$ cat src/rtl/soc_config.svh
`ifndef SOC_CONFIG_SVH
`define SOC_CONFIG_SVH

// address map, each top is exclusive
`define BRAM_BASE_ADDR 32'h0000_0000
`define BRAM_TOP_ADDR 32'h0000_1000

`define CLINT_BASE_ADDR 32'h0200_0000
`define CLINT_TOP_ADDR 32'h0201_0000

`define UART_BASE_ADDR 32'h1000_0000
`define UART_TOP_ADDR 32'h1000_0010

// words of 32 bits, enough to fill the ram region
`define BRAM_DEPTH 1024

// kept short so a frame costs only 80 clocks in simulation
`define UART_CLKS_PER_BIT 8

`endif

$ cat src/rtl/soc_pkg.sv
package soc_pkg;

  // request as the cpu would issue it
  typedef struct packed {
    logic valid;
    logic instr; // instruction fetch
    logic [31 : 0] addr;
    logic [31 : 0] wdata;
    logic [3 : 0] wstrb; // all zero for a read
  } mem_req_t;

  // answer from a target, error is only ever set by the decoder
  typedef struct packed {
    logic ready;
    logic error;
    logic [31 : 0] rdata;
  } mem_rsp_t;

endpackage

$ cat src/rtl/clint.sv
`timescale 1ns/100ps

module clint
(
  input  logic clock,
  input  logic reset,
  input  soc_pkg::mem_req_t req,
  output soc_pkg::mem_rsp_t rsp,
  output logic msip,
  output logic mtip
);

  logic access;
  logic write;
  logic [15 : 0] offset;
  logic ready_q;
  logic msip_q;
  logic mtip_q;
  logic [63 : 0] mtime;
  logic [63 : 0] mtimecmp;
  logic [31 : 0] rdata_q;

  function automatic logic [31 : 0] merge_bytes(input logic [31 : 0] old_word,
                                                input logic [31 : 0] new_word,
                                                input logic [3 : 0] strb);
    logic [31 : 0] result;
    result = old_word;
    for (int i = 0; i < 4; i++) begin
      if (strb[i]) begin
        result[8 * i +: 8] = new_word[8 * i +: 8];
      end
    end
    return result;
  endfunction

  assign access = req.valid & ~ready_q;
  assign write = access & (|req.wstrb);
  assign offset = req.addr[15 : 0]; // the region is 64 KiB wide

  always_ff @(posedge clock) begin
    if (reset == 1) begin
      ready_q <= 0;
      msip_q <= 0;
      mtip_q <= 0;
      mtime <= '0;
      mtimecmp <= '1;
    end else begin
      ready_q <= access;
      mtip_q <= (mtime >= mtimecmp); // sees both registers a cycle late
      mtime <= mtime + 64'd1;
      if (write) begin
        case (offset)
          16'h0000: if (req.wstrb[0]) begin
            msip_q <= req.wdata[0];
          end
          16'h4000: mtimecmp[31 : 0] <= merge_bytes(mtimecmp[31 : 0], req.wdata, req.wstrb);
          16'h4004: mtimecmp[63 : 32] <= merge_bytes(mtimecmp[63 : 32], req.wdata, req.wstrb);
          16'hBFF8: mtime <= {mtime[63 : 32], merge_bytes(mtime[31 : 0], req.wdata, req.wstrb)};
          16'hBFFC: mtime <= {merge_bytes(mtime[63 : 32], req.wdata, req.wstrb), mtime[31 : 0]};
          default: ;
        endcase
      end
    end
  end

  always_ff @(posedge clock) begin
    if (access) begin
      case (offset)
        16'h0000: rdata_q <= {31'b0, msip_q};
        16'h4000: rdata_q <= mtimecmp[31 : 0];
        16'h4004: rdata_q <= mtimecmp[63 : 32];
        16'hBFF8: rdata_q <= mtime[31 : 0];
        16'hBFFC: rdata_q <= mtime[63 : 32];
        default: rdata_q <= 32'h0;
      endcase
    end
  end

  assign rsp = '{ready: ready_q, error: 1'b0, rdata: rdata_q};
  assign msip = msip_q;
  assign mtip = mtip_q;

  // ready answers a request that the master still holds unchanged
  a_ready_rule : assert property (@(posedge clock) disable iff (reset)
    rsp.ready |-> req.valid && $stable(req.addr));

endmodule

$ cat config.mk
export PLATFORM = sky130hd
export DESIGN_NAME = clint
export DESIGN_NICKNAME = d
export VERILOG_FILES = /design/src/rtl/soc_config.svh /design/src/rtl/soc_pkg.sv /design/src/rtl/clint.sv
export SDC_FILE = /design/constraint.sdc
export NUM_CORES = 1
export LEC_CHECK = 0
export BUFFER_PORTS_ARGS = -buffer_cell sky130_fd_sc_hd__buf_2
export CAP_MARGIN = 30
export CORE_UTILIZATION = 60
export CTS_BUF_LIST = sky130_fd_sc_hd__clkbuf_4 sky130_fd_sc_hd__clkbuf_8 sky130_fd_sc_hd__clkbuf_16
export DETAILED_ROUTE_END_ITERATION = 8
export GPL_ROUTABILITY_DRIVEN = 0
export PLACE_DENSITY = 0.81
export SYNTH_ARGS = -nofsm -noshare
export SYNTH_HDL_FRONTEND = slang
export SYNTH_SLANG_ARGS = --single-unit
$ cat constraint.sdc
create_clock -name clock -period 2.9 [get_ports clock]
set_input_delay 0.145 -clock clock [delete_from_list [all_inputs] [get_ports clock]]
set_output_delay 0.145 -clock clock [all_outputs]
set_load 0.01 [all_outputs]
[Yosys cells after proc, flatten, opt, wreduce, memory -nomap -nowiden]
Index checks and enable logic that the tools add are counted.
Word-level totals
  bits in registers: 163
  memories kept: 0
  output and inout bits: 36
  word-level logic and storage cells: 65
  latch bits: 0
  memory bits (read-only): 0
  memory bits (writable): 0
  bits of input ports: 72
Cells by class
  reductions and logical operators: 19
  eq/ne operators: 14
  multipliers: 0
  $add $sub $neg: 1
  shift-type cells: 0
  bitwise logic cells: 3
  divide/modulo/power cells: 0
  magnitude comparators: 1
  muxes and demuxes: 7
Operator list (count)
  case mux 32 bit (5 select lines): 1
  case mux 64 bit (2 select lines): 1
  adder 64 x 1 -> 64 bit, second input constant: 1
  >= comparator 64 bit: 1
  two-way mux 64 bit: 1
  == test 16 x 15 -> 1 bit, second input constant: 2
  == test 16 bit, second input constant: 2
  two-way mux 8 bit: 4
  AND reduction 3 bit: 9
  inequality test 3 bit, second input constant: 8
  logical NOT 16 bit: 1
  AND reduction 2 bit: 8
  inequality test 2 bit, second input constant: 2
  OR reduction 4 bit: 1
  AND 1 bit: 2
  inverter 1 bit: 1

[Longest topological paths before layout]
  depth after elaboration: 5
  mapped depth: 10
  depth with buffers taken out: 8

[Least setup slack after synthesis]
No wires, ideal clock.
  path type: reg-to-reg
  start point: reg ready_q
  end point: reg mtime[19]
  period minus slack after synthesis: 2.452 ns
  stages on the path, launching flop included: 10
  data arrival time: 2.319 ns
  setup slack: 0.448 ns
  setup time: 0.134 ns
  path buffers: 2
  data required time: 2.766 ns
  cell sequence: dfxtp_1 nand2b_1 inv_1 nand2b_1 buf_2 nor2_8 buf_4 mux2_2 mux2i_1 a21oi_1
Between the ends
  cells in the longest elaborated chain, start to end: 5
  elaborated cells between the ends (all ways): 7
  those cells by class: eq/ne: 2; mux: 1; bitwise: 3; reduce/logical: 1
Ends and longest elaborated chain
  from (decl): line clint.sv:16  | logic ready_q;
  from (signal assigned): line clint.sv:48  | ready_q <= access;
  inverter 1 bit *: line clint.sv:36  | assign access = req.valid & ~ready_q;
  AND 1 bit *: line clint.sv:36
  named net access: line clint.sv:13  | logic access;
  AND 1 bit *: line clint.sv:37  | assign write = access & (|req.wstrb);
  inequality test 3 bit (no source line) or inequality test 2 bit (tied branches)
  AND reduction 2 bit (no source line)
  to (signal assigned): line clint.sv:50  | mtime <= mtime + 64'd1;
  to (signal assigned): line clint.sv:58  | 16'hBFF8: mtime <= {mtime[63 : 32], merge_bytes(mtime[31 : 0], req.wdata, req.wstrb)};
  to (signal assigned): line clint.sv:59  | 16'hBFFC: mtime <= {merge_bytes(mtime[63 : 32], req.wdata, req.wstrb), mtime[31 : 0]};
  to (decl): line clint.sv:19  | logic [63 : 0] mtime;
The timed path passes the listed nets; every way through them passes the cells marked *.
A chain may end at the register's enable or synchronous reset.

[Worst setup path in the final report]
  start point: reg mtime[0]
  end point: reg mtime[40]
Between the ends
  cells in the longest elaborated chain, start to end: 3
Ends and longest elaborated chain
  adder 64 x 1 -> 64 bit *: line clint.sv:50
  case mux 64 bit (2 select lines): line clint.sv:52  | case (offset)
  two-way mux 64 bit *: line clint.sv:51  | if (write) begin
Mark *: on every way between the ends. The rest lies on a longest branch, timed or not.

==> out/metrics.yaml <==
status:
  outcome: "finished clean"
cts:
  cts_tree: "done"
  clock_latency_ns: 0.44
  clockRootBuffer: "clkbuf_16"
  path_clk_slew_ns: 0.07
  cts_max_level: 4
  cts_buffers: 17
  clockBufferDepth: 2
  clock_sinks: 163
synthesis:
  ys.flop_type: "dfxtp_1"
  syn-cell-area_um2: 9930
  syn_area_per_cell_um2: 8.43
  synth_area_leaders: "dfxtp_1, edfxtp_1, ha_1"
  ys_seq_area_frac: 0.361
  synthArstFlopShare: 0
  ys_types: 82
  synth-seq-cells: 163
  yosysWarnings: 0
  synth_edf_count: 32
  synth_fp_nets: 1316
  yosysTopAreaCellShare: 0.264
  synth_top_area_cell: "dfxtp_1"
  syn_inst: 1179
critical_path:
  path_max_fanout: 7
  criticalPathCategory: "reg -> reg"
  start_kind: "flip-flop"
  crit_path_start: "mtime[0]"
  critPathArrivalTime_ns: 2.88
  crit_required_ns: 3.26
  worstSetupEndpointType: "flip-flop"
  timing.rr.start: "mtime[0]"
floorplanning:
  std_cell_rows: 46
  initial_core_util: 0.621
  dieWidth_um: 131
  core_area_um2: 16000
  die-area_um2: 17100
  die_y_um: 131
  pin_count: 108
place:
  place_hpwl_um: 21400
  dp_cells: 1460
  portBuffers: 89
  placed_area_um2: 10700
  dp_slack_ns: 0.421
timing:
  rsz0062_at_grt: "false"
  finalClockSkew_ns: 0.00953
  tightest_slew_ns: 0.793
  period_needed_ns: 2.52
  hold_ws_ns: 0.00734
  post-route-period-util: 0.870
  setup_violations: 0
  slew-limit-headroom: 0.471
  fin_setup_tns_ns: 0
  hold_viol_final: 0
  setup_ws_ns: 0.376
  slew_violations: 0
  fmax_mhz: 396
drt:
  vias: 9844
  finalWirelength_um: 29800
  antenna_left: 0
  drtPass1Iterations: 6
  wire_per_inst_um: 19.8
  drt_iter0_markers: 998
  via_per_inst: 6.55
  drc: 0
global_route:
  grt_max_degree: 68
  grt-ovfl-total: 0
  grt_usage: 0.366
  antenna_found_initial: 1
  grt_pass1_wl_um: 47800
  grt_pass1_vias: 9259
power_and_ir_drop:
  power_mw: 4.96
  p_per_area_nw_per_um2: 435
  ir_worst_vdd_uv: 438
  power.leakage_nw: 5.10
cells_and_area:
  utilization: 0.712
  diodes: 0
  fill_cells: 1301
  fin_cells: 1504
  fin_nets: 1412
  area_growth_syn_to_layout_pct: 14.7
  fin_area_um2: 11400
  drive_gt1_frac: 0.151
job:
  drv_cap: 0
hold_path:
  hold_path_class: "in -> reg"
  hp-start: "req[8]"
==> critical path, stage by stage (launching register included) <==
cell and delay (ns):
dfxtp_1 0.43, ha_1 0.27, and4_1 0.33, and3_1 0.25
buf_4 0.15, nand2_1 0.12, nor4_1 0.33, mux2_2 0.38
a211oi_1 0.19
==> per-layer routing <==
metal  vias to the layer above  global-route usage  part of all wire
met1                      4629               0.459              0.40
met5                         -                   0           0.00054
li1                       4593                   -                 -
met3                       108              0.0871             0.090
met2                       512               0.588              0.47
met4                         2               0.185             0.037
==> power breakdown <==
group / switching [mW] / internal [mW] / leakage, nW
combinational: 0.184 / 0.0956 / 3.43
sequential: 0.0100 / 2.33 / 1.38
clock: 0.977 / 1.36 / 0.289
total: 1.17 / 3.78 / 5.10
==> logic make-up (layout without fill, tap and decap cells) <==
family | Yosys count | in the layout | share of synthesized area
AND/OR/NAND/NOR | 470 | 470 | 0.235
AO/OA/AOI/OAI | 271 | 271 | 0.193
flip-flops | 163 | 163 | 0.361
buffers and inverters | 140 | 249 | 0.0578
multiplexers | 67 | 67 | 0.0689
adder cells (fa/ha/maj) | 65 | 65 | 0.0819
XOR/XNOR | 2 | 2 | 0.00176
other | 1 | 1 | 0.000377
==> cell usage in the layout, fill, tap and decap left out, types with 29 or more instances in the layout <==
| master | netlist | routed |
|---|---|---|
| a21oi_1 | 66 | 66 |
| edfxtp_1 | 32 | 32 |
| nor3_1 | 45 | 45 |
| dfxtp_1 | 131 | 131 |
| ha_1 | 65 | 65 |
| nand2_1 | 129 | 129 |
| inv_1 | 71 | 70 |
| buf_4 | 7 | 45 |
| nor2_1 | 113 | 113 |
| nand4_1 | 29 | 29 |
| a31oi_1 | 31 | 31 |
| buf_2 | 5 | 88 |
| mux2i_1 | 56 | 56 |
| nand3_1 | 43 | 43 |
| o211ai_1 | 43 | 43 |
| a221o_1 | 31 | 31 |
==> registers in the layout, indices dropped and copies added, names as in the netlist <==
name / flops
ready_q: 1
rdata_q: 32
mtimecmp: 64
mtime: 64
msip: 1
mtip: 1
==> final cells by class <==
class                           instances  area [um^2]  area share
Multi-Input combinational cell        876         5780       0.507
Sequential cell                       163         3580       0.315
Timing Repair Buffer                  145          898      0.0789
Clock buffer                           18          433      0.0380
Inverter                               72          270      0.0237
Tap cell                              216          270      0.0237
Clock inverter                         14          160      0.0141
==> cells in the mapped netlist (all sizes together), types with 6 or more instances <==
library cell,count
and3,21
a21o,6
a221o,31
mux2i,56
inv,72
nor4,19
and4,13
a31oi,31
nand4,29
buf,18
o21ai,28
nand3,43
mux2,11
or3,13
ha,65
o211ai,43
nor2,115
edfxtp,32
nor3,48
nand2b,9
clkbuf,50
and2,9
a211oi,16
nand2,130
dfxtp,131
a21oi,67
==> worst paths after layout <==
| path | to | slack [ns] | depth (start not counted) |
|---|---|---|---|
| worst max-delay path | mtime[40] | 0.38 | 8 |
| worst min-delay path | mtime[4] | 0.007 | 3 |
| worst max register to register | mtime[40] | 0.38 | 8 |
| worst min register to register | mtimecmp[51] | 0.50 | 2 |
==> timing repair <==
item / in CTS / in global routing
resized for setup: 0 / 0
hold buffers: 12 / 0
hold endpoints to repair: 25 / 0
setup buffers: 0 / 0
No activity file was read; power rests on OpenSTA's default activity.
