[src/rtl/soc_config.svh]
`ifndef SOC_CONFIG_SVH
`define SOC_CONFIG_SVH

// address map, each top is exclusive
`define BRAM_BASE_ADDR 32'h0000_0000
`define BRAM_TOP_ADDR 32'h0000_1000

`define CLINT_BASE_ADDR 32'h0200_0000
`define CLINT_TOP_ADDR 32'h0201_0000

`define UART_BASE_ADDR 32'h1000_0000
`define UART_TOP_ADDR 32'h1000_0010

// words of 32 bits, enough to fill the ram region
`define BRAM_DEPTH 1024

// kept short so a frame costs only 80 clocks in simulation
`define UART_CLKS_PER_BIT 8

`endif

[src/rtl/soc_pkg.sv]
package soc_pkg;

  // request as the cpu would issue it
  typedef struct packed {
    logic valid;
    logic instr; // instruction fetch
    logic [31 : 0] addr;
    logic [31 : 0] wdata;
    logic [3 : 0] wstrb; // all zero for a read
  } mem_req_t;

  // answer from a target, error is only ever set by the decoder
  typedef struct packed {
    logic ready;
    logic error;
    logic [31 : 0] rdata;
  } mem_rsp_t;

endpackage

[src/rtl/bus_decoder.sv]
`timescale 1ns/100ps
`include "soc_config.svh"

module bus_decoder
(
  input  logic clock,
  input  logic reset,
  input  soc_pkg::mem_req_t req,
  output soc_pkg::mem_rsp_t rsp,
  output soc_pkg::mem_req_t bram_req,
  output soc_pkg::mem_req_t clint_req,
  output soc_pkg::mem_req_t uart_req,
  input  soc_pkg::mem_rsp_t bram_rsp,
  input  soc_pkg::mem_rsp_t clint_rsp,
  input  soc_pkg::mem_rsp_t uart_rsp
);

  logic bram_sel;
  logic clint_sel;
  logic uart_sel;
  logic err_now;
  logic err_q;
  logic [31 : 0] base;
  logic [31 : 0] offset;

  assign bram_sel = (req.addr >= `BRAM_BASE_ADDR) && (req.addr < `BRAM_TOP_ADDR);
  assign clint_sel = (req.addr >= `CLINT_BASE_ADDR) && (req.addr < `CLINT_TOP_ADDR);
  assign uart_sel = (req.addr >= `UART_BASE_ADDR) && (req.addr < `UART_TOP_ADDR);
  assign err_now = req.valid & ~(bram_sel | clint_sel | uart_sel);

  always_comb begin
    base = 32'h0;
    if (bram_sel) begin
      base = `BRAM_BASE_ADDR;
    end else if (clint_sel) begin
      base = `CLINT_BASE_ADDR;
    end else if (uart_sel) begin
      base = `UART_BASE_ADDR;
    end
  end

  assign offset = req.addr - base;

  // every target sees the same fields, only the selected one sees valid
  always_comb begin
    bram_req = req;
    bram_req.valid = req.valid & bram_sel;
    bram_req.addr = offset;
    clint_req = req;
    clint_req.valid = req.valid & clint_sel;
    clint_req.addr = offset;
    uart_req = req;
    uart_req.valid = req.valid & uart_sel;
    uart_req.addr = offset;
  end

  // the error answer goes out one cycle after valid and only once per request
  always_ff @(posedge clock) begin
    if (reset == 1) begin
      err_q <= 0;
    end else begin
      err_q <= err_now & ~err_q;
    end
  end

  always_comb begin
    rsp = '0;
    if (bram_rsp.ready) begin
      rsp = bram_rsp;
    end else if (clint_rsp.ready) begin
      rsp = clint_rsp;
    end else if (uart_rsp.ready) begin
      rsp = uart_rsp;
    end else if (err_q) begin
      rsp.ready = 1;
      rsp.error = 1;
    end
  end

  a_one_target : assert property (@(posedge clock) disable iff (reset)
    $onehot0({bram_req.valid, clint_req.valid, uart_req.valid}));

  // targets answer one request at a time, so two answers never meet in the mux
  a_one_answer : assert property (@(posedge clock) disable iff (reset)
    $onehot0({bram_rsp.ready, clint_rsp.ready, uart_rsp.ready, err_q}));

endmodule

[config.mk]
export PLATFORM = sky130hd
export DESIGN_NAME = bus_decoder
export DESIGN_NICKNAME = d
export VERILOG_FILES = /design/src/rtl/soc_pkg.sv /design/src/rtl/bus_decoder.sv
export VERILOG_INCLUDE_DIRS = /design/src /design/src/rtl
export SDC_FILE = /design/constraint.sdc
export NUM_CORES = 1
export LEC_CHECK = 0
export ABC_AREA = 1
export BUFFER_PORTS_ARGS = -buffer_cell sky130_fd_sc_hd__buf_2
export CORE_AREA = 2 2 162 164
export CTS_CLUSTER_DIAMETER = 80
export DETAILED_ROUTE_END_ITERATION = 7
export DIE_AREA = 0 0 164 166
export PLACE_DENSITY_LB_ADDON = 0.2
export SETUP_SLACK_MARGIN = 0.5
export SLEW_MARGIN = 20
export SYNTH_ARGS = -nofsm -noshare
export SYNTH_HDL_FRONTEND = slang
export SYNTH_SLANG_ARGS = --single-unit
[constraint.sdc]
create_clock -name clock -period 5.2 [get_ports clock]
set_clock_uncertainty 0.15 [all_clocks]
set_input_delay 0.78 -clock clock [delete_from_list [all_inputs] [get_ports clock]]
set_output_delay 0.78 -clock clock [all_outputs]
set_load 0.01 [all_outputs]
# [Yosys cells after proc, flatten, opt, wreduce, memory -nomap -nowiden]
# Index checks and enable logic that the tools add are counted.
[word_totals] regBits=1 in_bits=174 wordCells=28 output_inout_bits=244
[op_classes] n_addsub=1 bitwise=9 reduce_logical=3 order_cmp=6 muxes=8
[ops] op="34-bit 2-to-1 mux" n=2
[ops] op="32-bit 2-to-1 mux" n=2
[ops] op="29-bit 2-to-1 mux" n=2
[ops] op="32-bit by 1-bit greater-or-equal comparator with 1-bit output, second input constant" n=1
[ops] op="32-bit by 26-bit greater-or-equal comparator with 1-bit output, second input constant" n=1
[ops] op="32-bit by 29-bit greater-or-equal comparator with 1-bit output, second input constant" n=1
[ops] op="32-bit by 13-bit less-than comparator with 1-bit output, second input constant" n=1
[ops] op="32-bit by 26-bit less-than comparator with 1-bit output, second input constant" n=1
[ops] op="32-bit by 29-bit less-than comparator with 1-bit output, second input constant" n=1
[ops] op="32-bit subtractor" n=1
[ops] op="1-bit bitwise AND" n=5
[ops] op="2-bit 2-to-1 mux" n=2
[ops] op="1-bit logical AND" n=3
[ops] op="1-bit NOT" n=2
[ops] op="1-bit OR" n=2

# [Longest topological paths before layout]
[depth] word_depth=7 depth_mapped=12 ltp_nobuf=11

# [Worst setup path after synthesis]
# OpenSTA, ideal clock, no wires.
[synth_path] path_kind="input port to output port" startpoint="in req[59] in the netlist's numbering" endpoint="out clint_req[67] in the netlist's numbering" required_ps=4270 slack_ps=1834 path_stages=12 t_arrival_ps=2436 path_buffers=1 cell_sequence="nor2_1 nand2_1 nor2_1 nand3_1 inv_1 ha_1 ha_1 inv_1 o21ai_0 nand3_1 xnor2_1 buf_4"
[synth_lines] element="from (decl)" line="bus_decoder.sv:8" text="input soc_pkg::mem_req_t req,"
[synth_lines] element="to (decl)" line="bus_decoder.sv:11" text="output soc_pkg::mem_req_t clint_req,"

==> metrics.log <==
[metrics] GR Layer Usage met2: 10.5%
[metrics] hold_sp: err_q$_SDFF_PP0_
[metrics] startpoint of the most critical register-to-register path: err_q$_SDFF_PP0_
[metrics] leading cell type in the layout, fill and taps excluded: sky130_fd_sc_hd__buf_2
[metrics] antenna violations before repair: 0
[metrics] share of final-layout standard cells stronger than drive strength 1: 60.9%
[metrics] final routed DRC violation total: 0
[metrics] number of placement rows: 59
[metrics] clock transition time at the flip-flop clock pins of the worst setup and hold paths: 0 ns
[metrics] register bank with the most flops: err_q
[metrics] data required time at the worst endpoint: 4.27 ns
[metrics] Setup TNS: 0 ns
[metrics] largest registers ranked by flip-flop count: err_q: 1 flops
[metrics] number of slew-limit violations in the final report: 0
[metrics] headroom to the max-slew limit: 47.9%
[metrics] max-cap viol count: 0
[metrics] P&R area growth vs syn: 2.71%
[metrics] Pleak: 1.43 nW
[metrics] HPWL reported at the end of detailed placement: 7.62 mm
[metrics] GRT overflow: 0
[metrics] synthesized flop and latch total: 1
[metrics] delay contributed by the slowest stage of the critical path: 0.39 ns
[metrics] IO Count: 418
[metrics] number of nets in the synthesized netlist: 561
[metrics] router iterations before antenna repair: 4
[metrics] Largest register FFs: 1
[metrics] routed via count divided by cell count: 3.07
[metrics] post-cts repair resize count: 0
[metrics] Slew @ Worst Pin: 0.782 ns
[metrics] cell taking the most area after synthesis: sky130_fd_sc_hd__buf_4
[metrics] number of instances in the synthesized netlist: 384
[metrics] kind of start point of the critical path: input pin
[metrics] critical path, cell by cell: buf_2 -> nor2_1 -> nand2_1 -> nor2_1 -> nand3_1 -> inv_1 -> ha_1 -> ha_1 -> inv_1 -> o21ai_0 -> nand3_1 -> xnor2_1 -> buf_2
[metrics] filler cell count in the final layout: 3052
[metrics] full die area: 27200 um^2
[metrics] most used cells in the layout excluding fill and tap cells: sky130_fd_sc_hd__buf_2, sky130_fd_sc_hd__nand2_1, sky130_fd_sc_hd__a22oi_1, sky130_fd_sc_hd__o21ai_1, sky130_fd_sc_hd__nor2_1
[metrics] distinct cell type count after synthesis: 24
[metrics] met3 Usage GRT: 1.82%
[metrics] routed via count: 2334
[metrics] ANT cells: 0
[metrics] wire length reported by the detailed router: 8.61 mm
[metrics] setup slack at placement: 1.19 ns
[metrics] cell type group with the largest total delay on the critical path: simple AND/OR/NAND/NOR gates
[metrics] number of buffers inserted for hold repair after clock tree synthesis: 0
[metrics] total of warnings raised by yosys: 0
[metrics] fraction of synthesized cell area taken by the top area cell type: 59.1%
[metrics] clock insertion delay at the later pin of the skew report: 0 ns
[metrics] launching instance or port of the critical path: req[59]
[metrics] most utilized layer in the global route result: met2
[metrics] routability congestion estimate: 0.708
[metrics] shortest period the worst path allows: 3.87 ns
[metrics] Max Clk Rate: 258 MHz
[metrics] Floorplan Core Area: 25600 um^2
[metrics] setup repair after global routing missed its margin: false
[metrics] worst hold path class: reg -> reg
[metrics] register area share after synthesis: 0.787%
[metrics] maximum number of pins on one net before global-route repair: 48
[metrics] Detailed Route Iter0 Violations: 44
[metrics] number of port buffers: 253
[metrics] number of global-route vias before repair: 2155
[metrics] met1 capacity usage during global routing: 5.42%
[metrics] highest net fanout along the worst path: 4
[metrics] cell with the biggest individual delay on the critical path: sky130_fd_sc_hd__o21ai_0
[metrics] Die Span X: 164 um
[metrics] first-pass GRT wire length: 11.7 mm
[metrics] worst vdd ir: 0.0000299 V
[metrics] CP Capture Type: output port
[metrics] critical path start-end classification: in -> out
[metrics] initial standard-cell utilization of the core: 9.93%
[metrics] largest cells by area after synthesis: sky130_fd_sc_hd__buf_4, sky130_fd_sc_hd__a22oi_1, sky130_fd_sc_hd__nand2_1
[metrics] Routed Antenna Nets: 0
[metrics] setup slack after layout: 1.33 ns
[metrics] synthesized area divided by synthesized cell count: 6.62 um^2
[metrics] DIE HEIGHT: 166 um
[metrics] Power Density: 84.8 nW/um^2
[metrics] count of endpoints failing setup in the final report: 0
[metrics] Hold Fails Final Rpt: 0
[metrics] postcts setup bufs: 0
[metrics] routed length per placed instance: 11.3 um
[metrics] Global Route Usage Sum: 5.37%
[metrics] Buf+Inv Stages, Crit Path: 4
[metrics] post-route clock period utilization: 74.5%
[metrics] Synth Cell Area: 2540 um^2
[metrics] data arrival time of the critical path: 2.94 ns
[metrics] status: completed
[metrics] Nets: 604
[routing by layer]
layer	vias to the layer above	part of all wire [%]
li1	1122	-
met4	2	1.5
met3	23	13
met1	990	35
met5	-	0.44
met2	197	50
[through the flow]
| step | hold WS (ns) | cells | total power, mW | area (um^2) | util (%) |
|---|---|---|---|---|---|
| 2_1_floorplan | 0.321 | 384 | 0.247 | 2540 | - |
| 3_3_place_gp | 0.453 | 760 | 0.229 | 2610 | 10.2 |
| 3_5_place_dp | 0.455 | 760 | 0.226 | 2610 | 10.2 |
| 4_1_cts | 0.455 | 760 | 0.226 | 2610 | 10.2 |
| 5_1_grt | 0.500 | 760 | 0.244 | 2610 | 10.2 |
| 6_report | 0.415 | 760 | 0.222 | 2610 | 10.2 |
[layout make-up]
cell class,instances,area (um^2),share of cell area [%]
repair buffers,255,1280,49.1
well taps,335,419,16.1
multi-input cells,157,846,32.4
flip-flops and latches,1,20.0,0.767
inverters,12,45.0,1.72
[worst min-delay path, cell delays in order (launching register included)]
cell and delay [ns]:
sky130_fd_sc_hd__dfxtp_1 0.35, sky130_fd_sc_hd__nor3_1 0.07, sky130_fd_sc_hd__nand2_1 0.05, sky130_fd_sc_hd__nor2_1 0.03
[report_power, final]
part / switching [mW] / internal [mW] / total, mW
Combinational: 0.115 / 0.0973 / 0.213
Sequential: 0.000436 / 0.00828 / 0.00872
Clock: 0 / 0 / 0
[final timing paths]
| kind | cells after the start | to | slack (ns) |
|---|---|---|---|
| max reg2reg | 3 | err_q$_SDFF_PP0_ | 4.34 |
| max | 13 | uart_req[67] | 1.33 |
| min reg2reg | 3 | err_q$_SDFF_PP0_ | 0.42 |
| min | 3 | err_q$_SDFF_PP0_ | 0.42 |
[cell families (layout without fill, tap and decap cells)]
family	Yosys count	after routing	share of synthesized area (%)
flip-flops	1	1	0.787
XOR/XNOR	5	5	1.72
AND/OR/NAND/NOR	82	82	13.7
AO/OA/AOI/OAI	67	67	16.3
adder cells (fa/ha/maj)	3	3	1.48
buffers and inverters	226	267	65.9
[synthesized netlist by cell type]
| cell | n |
|---|---|
| sky130_fd_sc_hd__a22oi_1 | 32 |
| sky130_fd_sc_hd__buf_2 | 5 |
| sky130_fd_sc_hd__buf_4 | 200 |
| sky130_fd_sc_hd__buf_6 | 1 |
| sky130_fd_sc_hd__buf_8 | 3 |
| sky130_fd_sc_hd__clkbuf_1 | 2 |
| sky130_fd_sc_hd__clkbuf_8 | 3 |
| sky130_fd_sc_hd__dfxtp_1 | 1 |
| sky130_fd_sc_hd__ha_1 | 3 |
| sky130_fd_sc_hd__inv_1 | 12 |
| sky130_fd_sc_hd__nand2_1 | 50 |
| sky130_fd_sc_hd__nand3_1 | 3 |
| sky130_fd_sc_hd__nand4_2 | 1 |
| sky130_fd_sc_hd__nor2_1 | 22 |
| sky130_fd_sc_hd__nor2_2 | 1 |
| sky130_fd_sc_hd__nor2_8 | 1 |
| sky130_fd_sc_hd__nor3_1 | 1 |
| sky130_fd_sc_hd__nor3b_1 | 1 |
| sky130_fd_sc_hd__o21ai_0 | 5 |
| sky130_fd_sc_hd__o21ai_1 | 30 |
| sky130_fd_sc_hd__or2_1 | 1 |
| sky130_fd_sc_hd__or2_2 | 1 |
| sky130_fd_sc_hd__xnor2_1 | 1 |
| sky130_fd_sc_hd__xor2_1 | 4 |
Note: power is estimated with default switching activity, not from simulation.
