<file path="src/rtl/soc_config.svh">
`ifndef SOC_CONFIG_SVH
`define SOC_CONFIG_SVH

// address map, each top is exclusive
`define BRAM_BASE_ADDR 32'h0000_0000
`define BRAM_TOP_ADDR 32'h0000_1000

`define CLINT_BASE_ADDR 32'h0200_0000
`define CLINT_TOP_ADDR 32'h0201_0000

`define UART_BASE_ADDR 32'h1000_0000
`define UART_TOP_ADDR 32'h1000_0010

// words of 32 bits, enough to fill the ram region
`define BRAM_DEPTH 1024

// kept short so a frame costs only 80 clocks in simulation
`define UART_CLKS_PER_BIT 8

`endif

</file>
<file path="src/rtl/soc_pkg.sv">
package soc_pkg;

  // request as the cpu would issue it
  typedef struct packed {
    logic valid;
    logic instr; // instruction fetch
    logic [31 : 0] addr;
    logic [31 : 0] wdata;
    logic [3 : 0] wstrb; // all zero for a read
  } mem_req_t;

  // answer from a target, error is only ever set by the decoder
  typedef struct packed {
    logic ready;
    logic error;
    logic [31 : 0] rdata;
  } mem_rsp_t;

endpackage

</file>
<file path="src/rtl/uart.sv">
`timescale 1ns/100ps
`include "soc_config.svh"

module uart
(
  input  logic clock,
  input  logic reset,
  input  soc_pkg::mem_req_t req,
  output soc_pkg::mem_rsp_t rsp,
  output logic tx
);

  localparam int CNT_W = $clog2(`UART_CLKS_PER_BIT + 1);

  logic data_wr;
  logic go;
  logic ready_q;
  logic busy;
  logic [9 : 0] frame_q;
  logic [CNT_W - 1 : 0] bit_cnt;
  logic [3 : 0] bit_idx;
  logic [31 : 0] rdata_q;

  assign data_wr = req.valid & (req.addr[3 : 2] == 2'd0) & (|req.wstrb);

  // a data write waits here while a frame is still going out
  assign go = req.valid & ~ready_q & (~data_wr | ~busy);

  always_ff @(posedge clock) begin
    if (reset == 1) begin
      ready_q <= 0;
      busy <= 0;
      frame_q <= '1; // line idles high
      bit_cnt <= '0;
      bit_idx <= '0;
    end else begin
      ready_q <= go;
      if (go && data_wr) begin
        busy <= 1;
        frame_q <= {1'b1, req.wdata[7 : 0], 1'b0}; // stop, data lsb first, start
        bit_cnt <= '0;
        bit_idx <= '0;
      end else if (busy) begin
        if (bit_cnt == CNT_W'(`UART_CLKS_PER_BIT - 1)) begin
          bit_cnt <= '0;
          frame_q <= {1'b1, frame_q[9 : 1]};
          if (bit_idx == 4'd9) begin
            busy <= 0; // stop bit has had its full time
          end else begin
            bit_idx <= bit_idx + 4'd1;
          end
        end else begin
          bit_cnt <= bit_cnt + CNT_W'(1);
        end
      end
    end
  end

  // offset 0x4 is the status word, everything else reads zero
  always_ff @(posedge clock) begin
    if (go) begin
      if (req.addr[3 : 2] == 2'd1) begin
        rdata_q <= {31'b0, busy};
      end else begin
        rdata_q <= 32'h0;
      end
    end
  end

  assign tx = frame_q[0];
  assign rsp = '{ready: ready_q, error: 1'b0, rdata: rdata_q};

  a_idle_high : assert property (@(posedge clock) disable iff (reset)
    !busy |-> tx);

endmodule

</file>
<file path="config.mk">
export PLATFORM = sky130hd
export DESIGN_NAME = uart
export DESIGN_NICKNAME = d
export VERILOG_FILES = /design/src/rtl/soc_pkg.sv /design/src/rtl/uart.sv
export VERILOG_INCLUDE_DIRS = /design/src /design/src/rtl
export SDC_FILE = /design/constraint.sdc
export NUM_CORES = 1
export LEC_CHECK = 0
export ABC_AREA = 1
export BUFFER_PORTS_ARGS = -buffer_cell sky130_fd_sc_hd__buf_2
export CORE_ASPECT_RATIO = 0.75
export CORE_MARGIN = 2
export CORE_UTILIZATION = 38
export DETAILED_ROUTE_END_ITERATION = 6
export PLACE_DENSITY = 0.79
export REMOVE_ABC_BUFFERS = 1
export SLEW_MARGIN = 20
export SYNTH_ARGS = -nofsm -noshare
export SYNTH_HDL_FRONTEND = slang
export SYNTH_SLANG_ARGS = --single-unit
</file>
<file path="constraint.sdc">
create_clock -name clock -period 1.5 [get_ports clock]
set_clock_uncertainty 0.15 [all_clocks]
set_input_delay 0.3 -clock clock [delete_from_list [all_inputs] [get_ports clock]]
set_output_delay 0.3 -clock clock [all_outputs]
set_load 0.005 [all_outputs]
</file>
* Yosys cells after proc, flatten, opt, wreduce, memory -nomap -nowiden
Cells that the tools add are included.
** Operators by class
- Add/subtract/negate cells :: 2
- Equal/unequal tests :: 3
- Multiplexer cells :: 8
- Bitwise logic cells :: 9
- Reductions and logical operators :: 8
** Operators with widths (number)
- $mux W9 :: 3
- $add A4 B1 Y4 const B :: 2
- $and A1 B1 Y1 :: 4
- $eq A4 B3 Y1 const B :: 1
- $eq A4 B4 Y1 const B :: 1
- $mux W1 :: 4
- $mux W4 :: 1
- $not A1 Y1 :: 4
- $reduce_bool A2 Y1 :: 2
- $reduce_or A4 Y1 :: 1
- $reduce_and A3 Y1 :: 1
- $eq A2 B1 Y1 const B :: 1
- $logic_not A2 Y1 :: 1
- $reduce_and A2 Y1 :: 1
- $reduce_or A2 Y1 :: 1
- $logic_and A1 B1 Y1 :: 1
- $or A1 B1 Y1 :: 1
** Storage, ports and cells
- Register bits :: 51
- Bits of input ports :: 72
- Output and inout port bits :: 35
- Word-level logic and storage cells :: 37

* Longest topological paths before layout
Gate-level depths: netlist (run 1).
- Depth in word-level cells :: 9
- Mapped depth :: 10
- Depth with buffers taken out :: 10

* Worst setup path after synthesis (run 1)
OpenSTA, ideal clock, no wires.
- Path type :: flip-flop to flip-flop
- From :: reg bit_cnt[1]
- To :: reg bit_idx[1]
- Library setup time :: 119 ps
- Arrival :: 1107 ps
- Data required time :: 1231 ps
- Slack :: 124 ps
- Stages on the path, launching flop included :: 11
- Path buffers :: 0
- Clock period less this slack :: 1376 ps
- Path through :: dfxtp_1 ha_1 nand2_2 inv_2 nand2_2 nor2_8 nand2_4 nand2_1 o21ai_1 inv_1 nor2_2
** On the way
- Longest elaborated chain between the ends :: 2
** RTL lines
- from (decl) :: RTL line uart.sv:20 : logic [CNT_W - 1 : 0] bit_cnt;
- from (signal assigned) :: RTL line uart.sv:53 : bit_cnt <= bit_cnt + CNT_W'(1);
- $eq A4 B3 Y1 :: RTL line uart.sv:44 : if (bit_cnt == CNT_W'(`UART_CLKS_PER_BIT - 1)) begin
- $reduce_and A3 Y1 (no source line)
- to (signal assigned) :: RTL line uart.sv:50 : bit_idx <= bit_idx + 4'd1;
- to (decl) :: RTL line uart.sv:21 : logic [3 : 0] bit_idx;
No other way between the ends.
A chain may end at the register's enable or synchronous reset.

* Worst setup path in the final report (run 1)
- From :: reg bit_cnt[0]
- To :: reg frame_q[4]
** On the way
- Longest elaborated chain between the ends :: 3
** RTL lines
- $eq A4 B3 Y1 :: RTL line uart.sv:44
- $reduce_bool A2 Y1 (no source line)
- $reduce_and A2 Y1 (no source line)
- to (signal assigned) :: RTL line uart.sv:40 : frame_q <= {1'b1, req.wdata[7 : 0], 1'b0};
- to (signal assigned) :: RTL line uart.sv:46 : frame_q <= {1'b1, frame_q[9 : 1]};
- to (decl) :: RTL line uart.sv:19 : logic [9 : 0] frame_q;
No other way between the ends.

==> results of run 1 <==
-- metal layers --
layer	track usage [%]	vias up	share of wire [%]
li1	-	568	-
met3	2.76	2	4.6
met2	21.5	33	48
met5	0	-	0
met4	4.09	0	0.72
met1	15.5	473	46
-- layout by cell type, fill, tap and decap left out --
master    Yosys  final
inv_4         0      1
xor2_1        2      2
nand2_4       1      2
inv_1        16     16
buf_4        33     11
dfxtp_1      19     15
nand3_2       0      1
nor2_8        1      1
o21ai_2       0      1
nand3_1      20     19
buf_2         2     19
nand2_1      35     34
o21ai_0       4      4
nor2_4        1      1
buf_12        0      2
nor3_1        1      1
nand4_1       7      7
edfxtp_1      1      1
nor3b_1       1      1
nand3b_4      0      1
ha_1          3      2
ha_4          0      1
dfxtp_4       0      1
dfxtp_2       0      3
clkbuf_8      0      4
nor2_2        2      2
nor2_1       13     13
inv_2         3      2
a21oi_1       7      7
conb_1        1     32
nand2_2       3      3
-- power breakdown --
part / internal (W) / switching [W]
logic: 0.0000580 / 0.0000890
clock network: 0.000234 / 0.000182
registers: 0.000556 / 0.0000188
-- cells in the mapped netlist (all sizes together) --
| master | number | share of area (%) |
|---|---|---|
| inv | 19 | 5.6 |
| nand3b | 1 | 0.88 |
| o21ai | 5 | 2.0 |
| conb | 1 | 0.29 |
| nand3 | 20 | 7.8 |
| edfxtp | 1 | 2.3 |
| xor2 | 2 | 1.4 |
| buf | 35 | 20 |
| a21oi | 7 | 2.7 |
| nor2 | 17 | 7.2 |
| nand4 | 7 | 3.4 |
| nor3 | 1 | 0.39 |
| nor3b | 1 | 0.59 |
| ha | 3 | 2.9 |
| nand2 | 39 | 13 |
| dfxtp | 19 | 30 |
-- kinds of logic after synthesis --
family	after synthesis	synth area share, %
AO/OA/AOI/OAI	12	4.69
XOR/XNOR	2	1.37
adder cells (fa/ha/maj)	3	2.93
buffers and inverters	54	25.7
flip-flops	20	32.1
other	1	0.293
AND/OR/NAND/NOR	86	32.9
-- worst max-delay path: cells and delay by family (launching register included) --
| kind | cells | cell delay (ns) |
|---|---|---|
| AND/OR/NAND/NOR | 7 | 0.42 |
| adder cells (fa/ha/maj) | 1 | 0.16 |
| flip-flops | 1 | 0.36 |
| buffers and inverters | 3 | 0.32 |
-- sequential cells by signal (all words and copies together), names as in the netlist --
name / count
rdata_q: 1
bit_idx: 4
ready_q: 1
frame_q: 9
bit_cnt: 4
busy: 1
-- worst paths after layout --
| kind | cells past startpoint | from | slack (ns) | end |
|---|---|---|---|---|
| worst max register to register | 11 | bit_cnt[0] | -0.01 | frame_q[4] |
| worst max-delay path | 11 | bit_cnt[0] | -0.01 | frame_q[4] |
| worst min register to register | 2 | frame_q[8] | 0.33 | frame_q[8] |
| worst min-delay path | 3 | req[11] | 0.11 | frame_q[8] |
-- area by class of cell --
type / instances / area (um2)
Fill cell: 323 / 1760
Sequential cell: 20 / 418
Tap cell: 40 / 50.0
Clock buffer: 4 / 55.1
Inverter: 19 / 73.8
Multi-Input combinational cell: 135 / 694
Timing Repair Buffer: 32 / 218
-- timing repair --
action	4_1_cts	5_1_grt
pin swaps	0	1
setup endpoints to repair	2	13
buffers inserted	0	6
cloned	0	0
hold endpoints to repair	0	0
resized for setup	5	10
-- through the flow --
stage | power [W] | cells | instance area [um2] | hold WS (ns)
floorplan | 0.000661 | 174 | 1140 | 0.219
global placement | 0.000717 | 240 | 1350 | 0.304
detailed placement | 0.000721 | 240 | 1350 | 0.312
CTS | 0.00113 | 244 | 1420 | 0.114
global route | 0.00119 | 250 | 1510 | 0.127
finish | 0.00114 | 250 | 1510 | 0.113
==> metrics.txt, run 1 <==
post-route ant nets 0; Tcrit/Tclk final 101%; # Max-Cap Violations 0; DR vias/cell roughly 4.3; ant diodes 0; CTS tree done; Slew Limit Fails 0; Die Span X 71.0 um; first-pass GRT wire length 3.73 mm; overall routing resource usage 12.3%; cell area power density ~750 nW/um2; CP cell instances ha_4 > nand2_2 > inv_4 > nand2_4 > nor2_8 > buf_4 > buf_4 > nand2_1 > nand2_1 > nand2_1 > nand3_1; Die ar. slightly below 4000 um2; top achievable clock speed 0.660 GHz; number of global-route vias before repair roughly 900; Initial Utilization slightly below 40%; nets between 200 and 300; dpl hpwl roughly 1.7 mm; maximum root-to-sink buffer count 2; Hold Fails Final Rpt 0; status finished, violations left; Leakage approximately 0.8 nW; DRC viols 0; core area around 3300 um2; worst hold path class in -> reg; Setup violations, final 1; Cells after Synth between 150 and 200; Area Growth Syn to Fin 17.9%; count of cell types in the netlist 24; drt pass-1 iters 4; RSZ-0062 raised after global routing yes; CP Data Arrival Time roughly 1.5 ns; H-tree depth 1; Seq cells post-synth 20; largest net degree at the start of global routing 22; fin crit period roughly 1.5 ns; Yosys warnings 0; Max FO, Critical Path 3; Vias around 1,100; failing checks negative setup slack; I/O pin count between 100 and 150; initial antenna violation count 0; synthesized area approximately 1300 um2; Congestion Overflow GR 0; setup_tns -0.0144 ns; Placement Rows 18; starting DRC count in detailed routing 109; layout cells sized above 1 between 20% and 30%; Worst-Skew Late Latency around 0.26 ns; clock sink count 20; Util after Layout 46.2%; cts hold-fix bufs 0; Buffers on Ports 19; die span in y about 54 um; DP Worst Slack -0.0491 ns; critical path required time 1.50 ns; critical path class reg -> reg; CP dominant cell by count nand2_1; Root Buffer clkbuf_8; PnR worst setup slack -0.0144 ns; register area share after synthesis ~32%; Worst IR Drop VDD roughly 0.32 mV; CTS Buf Count 3; startpoint types register; routed wire length per instance about 10 um; Worst-path clk slew roughly 0.080 ns; crit-path max cell delay roughly 0.36 ns; Synth Area per Inst ~7.2 um2; CP max-delay cell dfxtp_4; Setup crit end kind register; Routed WL ~2.6 mm; RD Place Congestion 0.835
No activity file was read; power rests on OpenSTA's default activity.
==> run 2: changes to the inputs <==
--- a/config.mk
+++ b/config.mk
@@ -8,11 +8,13 @@
 export LEC_CHECK = 0
 export ABC_AREA = 1
 export BUFFER_PORTS_ARGS = -buffer_cell sky130_fd_sc_hd__buf_2
+export CELL_PAD_IN_SITES_DETAIL_PLACEMENT = 1
+export CELL_PAD_IN_SITES_GLOBAL_PLACEMENT = 1
 export CORE_ASPECT_RATIO = 0.75
 export CORE_MARGIN = 2
-export CORE_UTILIZATION = 38
+export CORE_UTILIZATION = 24
 export DETAILED_ROUTE_END_ITERATION = 6
-export PLACE_DENSITY = 0.79
+export PLACE_DENSITY_LB_ADDON = 0.1
 export REMOVE_ABC_BUFFERS = 1
 export SLEW_MARGIN = 20
 export SYNTH_ARGS = -nofsm -noshare
==> run 2 against run 1 <==
Against the previous run:
- maximum frequency grew 6.5%
- global-route usage decreased by 0.92 points
- cell count rose by 14%
- the flow now finishes without violations
- final area is 3.2% higher
- count of clock-buffer cells in the layout did not move
- die area increased by 54%
- setup slack gained 0.092 ns
==> metrics.txt, run 2 (synthesis results as in run 1) <==
Setup violations, final 0; core area between 5000 and 6000 um2; Initial Utilization between 20% and 30%; Sw Ratio approximately 28%; clock power share 34.4%; CP dominant cell by count nand2_4; met3 usage between 2 and 3%; drt pass-1 iters 4; CTS Buf Count 3; cell area power density 719 nW/um2; RD Place Congestion roughly 0.75; Tcrit/Tclk final between 90% and 100%; Area Growth Syn to Fin 21.7%; met1 Use GR 14.3%; crit-path max cell delay ~0.36 ns; CP Data Arrival Time between 1 and 1.5 ns; maximum root-to-sink buffer count 2; Congestion Overflow GR 0; die span in y around 67 um; DR vias/cell approximately 4.0; Leakage about 0.8 nW; initial antenna violation count 0; layout cells sized above 1 a little over a quarter; P_sw between 0.0003 and 0.0004 W; Max FO, Critical Path 5; status completed; top achievable clock speed 0.703 GHz; PnR worst setup slack a little under 0.08 ns; routed wire length per instance 11.4 um; RSZ-0062 raised after global routing yes; Worst Path Buf+Inv 2; Die ar. roughly 5900 um2; Crit. path cell count 10; startpoint types register; Vias between 1,000 and 1,500; first-pass GRT wire length between 5 and 6 mm; Worst IR Drop VDD between 0.4 and 0.5 mV; Worst-Skew Late Latency around 0.26 ns; # Max-Cap Violations 0; post-route ant nets 0; fin crit period 1.42 ns; worst hold stages 3; critical path required time between 1.5 and 2 ns; Top Registers frame_q x9, bit_cnt x4, bit_idx x4; Buffers on Ports 19; clock sink count 20; Placement Rows 22; DRC viols 0; dpl cells about 280; Setup crit end kind register; commonest non-fill, non-tap cell in the layout nand2_1; cts hold-fix bufs 0; Slew Limit Fails 0; Fillers approximately 650; Root Buffer clkbuf_8; max reg flops 9; I/O pin count between 100 and 150; number of global-route vias before repair approximately 1,100; DP Worst Slack -0.0367 ns; starting DRC count in detailed routing 16; nets ~290; Die Span X around 88 um; Comb pwr share around 15%; Worst-path clk slew roughly 0.080 ns; CTS tree done; CP cell instances ha_4 > nand2_4 > inv_6 > nand2_8 > nor2_8 > nand2_4 > nand2_2 > o21ai_2 > inv_1 > nor2_2; most frequent cells in the layout nand2_1 (33), conb_1 (32), nand3_1 (19), buf_2 (19), dfxtp_1 (17); worst hold path class in -> reg; Hold Fails Final Rpt 0; H-tree depth 1; met2 usage approximately 20%; dpl hpwl 2.46 mm; critical path class reg -> reg; delay-heaviest family, CP simple AND/OR/NAND/NOR gates; largest net degree at the start of global routing 15; Biggest register frame_q; Non-Filler Instances around 290; Routed WL 3.25 mm; GRT busiest layer met2; Pint just over 0.0008 W; ant diodes 0; overall routing resource usage a little under an eighth; reg2reg path depth 10; sequential fraction of design power 50.9%; CP max-delay cell dfxtp_2
[run 2: power by group through the flow]
stage / Clock, W / Sequential [W] / Combinational (W)
floorplan: 0 / 0.000580 / 0.0000813
global placement: 0 / 0.000578 / 0.000155
detailed placement: 0 / 0.000579 / 0.000161
CTS: 0.000403 / 0.000570 / 0.000163
global route: 0.000420 / 0.000574 / 0.000189
finish: 0.000386 / 0.000570 / 0.000164
[run 2: what timing repair did]
| action | CTS | global route |
|---|---|---|
| gates resized for setup | 5 | 8 |
| cloned | 1 | 0 |
| pin swaps | 1 | 3 |
| endpoints found under the setup margin | 4 | 7 |
| buffers inserted | 1 | 2 |
[run 2: metal layers]
layer / part of all wire, % / wire length (um) / vias up
met2: 47 / 1530 / 34
li1: - / - / 577
met1: 48 / 1560 / 540
met3: 4.7 / 154 / 2
met5: 0 / 0 / -
met4: 0.25 / 8 / 0
[run 2: final timing paths]
kind	startpoint	end	slack [ns]
max reg2reg	bit_cnt[1]	bit_idx[1]	0.08
min reg2reg	bit_idx[2]	bit_idx[2]	0.34
min	req[11]	frame_q[8]	0.13
max	bit_cnt[1]	bit_idx[1]	0.08
[run 2: metrics by stage]
stage	hold WS [ns]	util [%]	setup TNS, ns	power (W)	instance area (um2)
after floorplan	0.219	-	-1.63	0.000661	1140
after global placement	0.311	28.5	0	0.000733	1430
after detailed placement	0.326	28.5	-0.205	0.000741	1430
after CTS	0.126	30.1	0	0.00114	1510
after global routing	0.165	31.1	-0.0273	0.00118	1560
final	0.132	31.1	0	0.00112	1560
[run 2: layout make-up]
cell class              instances  area, um2  share of cell area [%]
multi-input cells             136        713                    45.8
flip-flops and latches         20        413                    26.5
repair buffers                 34        220                    14.1
well taps                      72       90.1                    5.78
inverters                      19       76.3                    4.90
clock buffers                   4       45.0                    2.89
[run 2: worst reg2reg max path, delay by kind of cell (launching register included)]
| kind | cells | cell delay [ns] |
|---|---|---|
| compound gates | 1 | 0.05 |
| fa+ha+maj | 1 | 0.15 |
| buf+inv | 2 | 0.15 |
| flops | 1 | 0.36 |
| simple gates | 6 | 0.45 |
==> run 3: changes to the inputs <==
--- a/config.mk
+++ b/config.mk
@@ -15,7 +15,6 @@
 export CORE_UTILIZATION = 24
 export DETAILED_ROUTE_END_ITERATION = 6
 export PLACE_DENSITY_LB_ADDON = 0.1
-export REMOVE_ABC_BUFFERS = 1
 export SLEW_MARGIN = 20
 export SYNTH_ARGS = -nofsm -noshare
 export SYNTH_HDL_FRONTEND = slang
==> run 3 against run 2 <==
Against the previous run:
- clock power up 8.8%
- count of clock-buffer cells in the layout unchanged
- sequential power hardly changed
- sequential share of layout area down 0.064 points
- critical path type unchanged
- critical path depth unchanged
- first-iteration DRC count fell by 6.3%
==> metrics.txt, run 3 (synthesis results as in run 1) <==
DRC viols 0; Non-Filler Instances between 200 and 300; Worst-path clk slew ~0.08 ns; commonest non-fill, non-tap cell in the layout conb_1; routed wire length per instance approximately 11 um; Placement Rows 22; max reg flops 9; cts hold-fix bufs 0; DR vias/cell around 4.0; status completed; dpl cells 276; CP cell instances ha_4 > nand2_4 > inv_4 > nand2_4 > nor2_8 > buf_6 > nand2_1 > nand2_1 > nand2_1 > nand3_1; largest net degree at the start of global routing 15; RD Place Congestion ~0.75; Buffers on Ports 19; dpl hpwl 2.44 mm; Root Buffer clkbuf_8; Comb pwr share between 10 and 15%; die span in y ~67 um; Worst IR Drop VDD about 0.25 mV; core area 5010 um2; ant diodes 0; clock sink count 20; Leakage 0.805 nW; CP dominant cell by count nand2_1; Fillers around 640; Vias about 1,100; overall routing resource usage a little over a tenth; Area Growth Syn to Fin 22.0%; I/O pin count ~110; RSZ-0062 raised after global routing yes; Setup crit end kind register; CP Data Arrival Time 1.46 ns; Routed WL approximately 3 mm; # Max-Cap Violations 0; cell area power density between 700 and 800 nW/um2; worst r2r src bit_cnt[1]; delay-heaviest family, CP simple AND/OR/NAND/NOR gates; Worst Path Buf+Inv 2; Pint ~0.00086 W; top achievable clock speed a little over 0.7 GHz; H-tree depth 1; fin crit period ~1.4 ns; initial antenna violation count 0; clock power share 36.3%; layout cells sized above 1 between 20% and 30%; startpoint types register; Top Registers frame_q x9, bit_cnt x4, bit_idx x4; nets roughly 290; most frequent cells in the layout conb_1 (32), nand2_1 (30), buf_2 (19); number of global-route vias before repair 1,086; CTS tree done; Max FO, Critical Path 5; post-route ant nets 0; starting DRC count in detailed routing 15; sequential fraction of design power approximately half; critical path required time approximately 1.6 ns; Sw Ratio about a quarter; worst hold path class in -> reg; P_sw about 0.0003 W; Slew Limit Fails 0; maximum root-to-sink buffer count 2; PnR worst setup slack approximately 0.09 ns; Biggest register frame_q; first-pass GRT wire length about 5 mm; CP max-delay cell dfxtp_2; Hold Slack 0.131 ns; Die Span X 88.3 um; crit-path max cell delay 0.36 ns; Die ar. about 6000 um2; Congestion Overflow GR 0; CTS Buf Count 3; drt pass-1 iters 4; Worst Min Path Start reset; Worst-Skew Late Latency approximately 0.26 ns; critical path class reg -> reg; Setup violations, final 0; Hold Fails Final Rpt 0; DP Worst Slack -0.0383 ns; Initial Utilization 25.5%; setup_tns 0 ns; Critical path origin bit_cnt[1]; Tcrit/Tclk final between 90% and 100%
[run 3: metal layers]
layer | vias up | track usage, % | routed length [um]
met4 | 0 | 1.70 | 16
li1 | 571 | - | -
met5 | - | 0 | 0
met2 | 29 | 19.1 | 1470
met3 | 5 | 2.93 | 143
met1 | 527 | 13.7 | 1400
[run 3: worst reg2reg max path: stages, from the launching register on]
cell and delay [ns]:
dfxtp_2 0.36, ha_4 0.15, nand2_4 0.05, inv_4 0.08, nand2_4 0.06, nor2_8 0.14
buf_6 0.14, nand2_1 0.05, nand2_1 0.06, nand2_1 0.05, nand3_1 0.06
[run 3: area by class of cell]
type	count	area (um2)	area share [%]
Sequential cell	20	413	26.4
Inverter	19	73.8	4.73
Timing Repair Buffer	34	228	14.6
Clock buffer	4	55.1	3.53
Multi-Input combinational cell	135	702	45.0
Tap cell	72	90.1	5.77
[run 3: timing repair]
action / in CTS / in global routing
setup endpoints to repair: 3 / 11
pin swaps: 1 / 5
resized for setup: 7 / 10
endpoints found under the hold margin: 0 / 0
buffers inserted: 3 / 1
[run 3: final timing paths]
check,endpoint,slack [ns],cells past startpoint
max reg2reg,frame_q[1],0.09,10
min reg2reg,frame_q[8],0.34,2
max,frame_q[1],0.09,10
min,busy,0.13,2
[run 3: stage by stage]
step | utilization (%) | total power (W) | cell area, um2
after floorplan | - | 0.000724 | 1400
after global placement | 28.3 | 0.000731 | 1420
after detailed placement | 28.3 | 0.000737 | 1420
after CTS | 30.2 | 0.00117 | 1510
after global routing | 31.2 | 0.00122 | 1560
final | 31.2 | 0.00116 | 1560
[run 3: power groups by stage]
stage / sequential, W / clock, W / combinational [W]
5_1_grt: 0.000575 / 0.000454 / 0.000192
4_1_cts: 0.000569 / 0.000442 / 0.000158
6_report: 0.000572 / 0.000420 / 0.000165
2_1_floorplan: 0.000579 / 0 / 0.000145
3_5_place_dp: 0.000581 / 0 / 0.000157
3_3_place_gp: 0.000579 / 0 / 0.000151
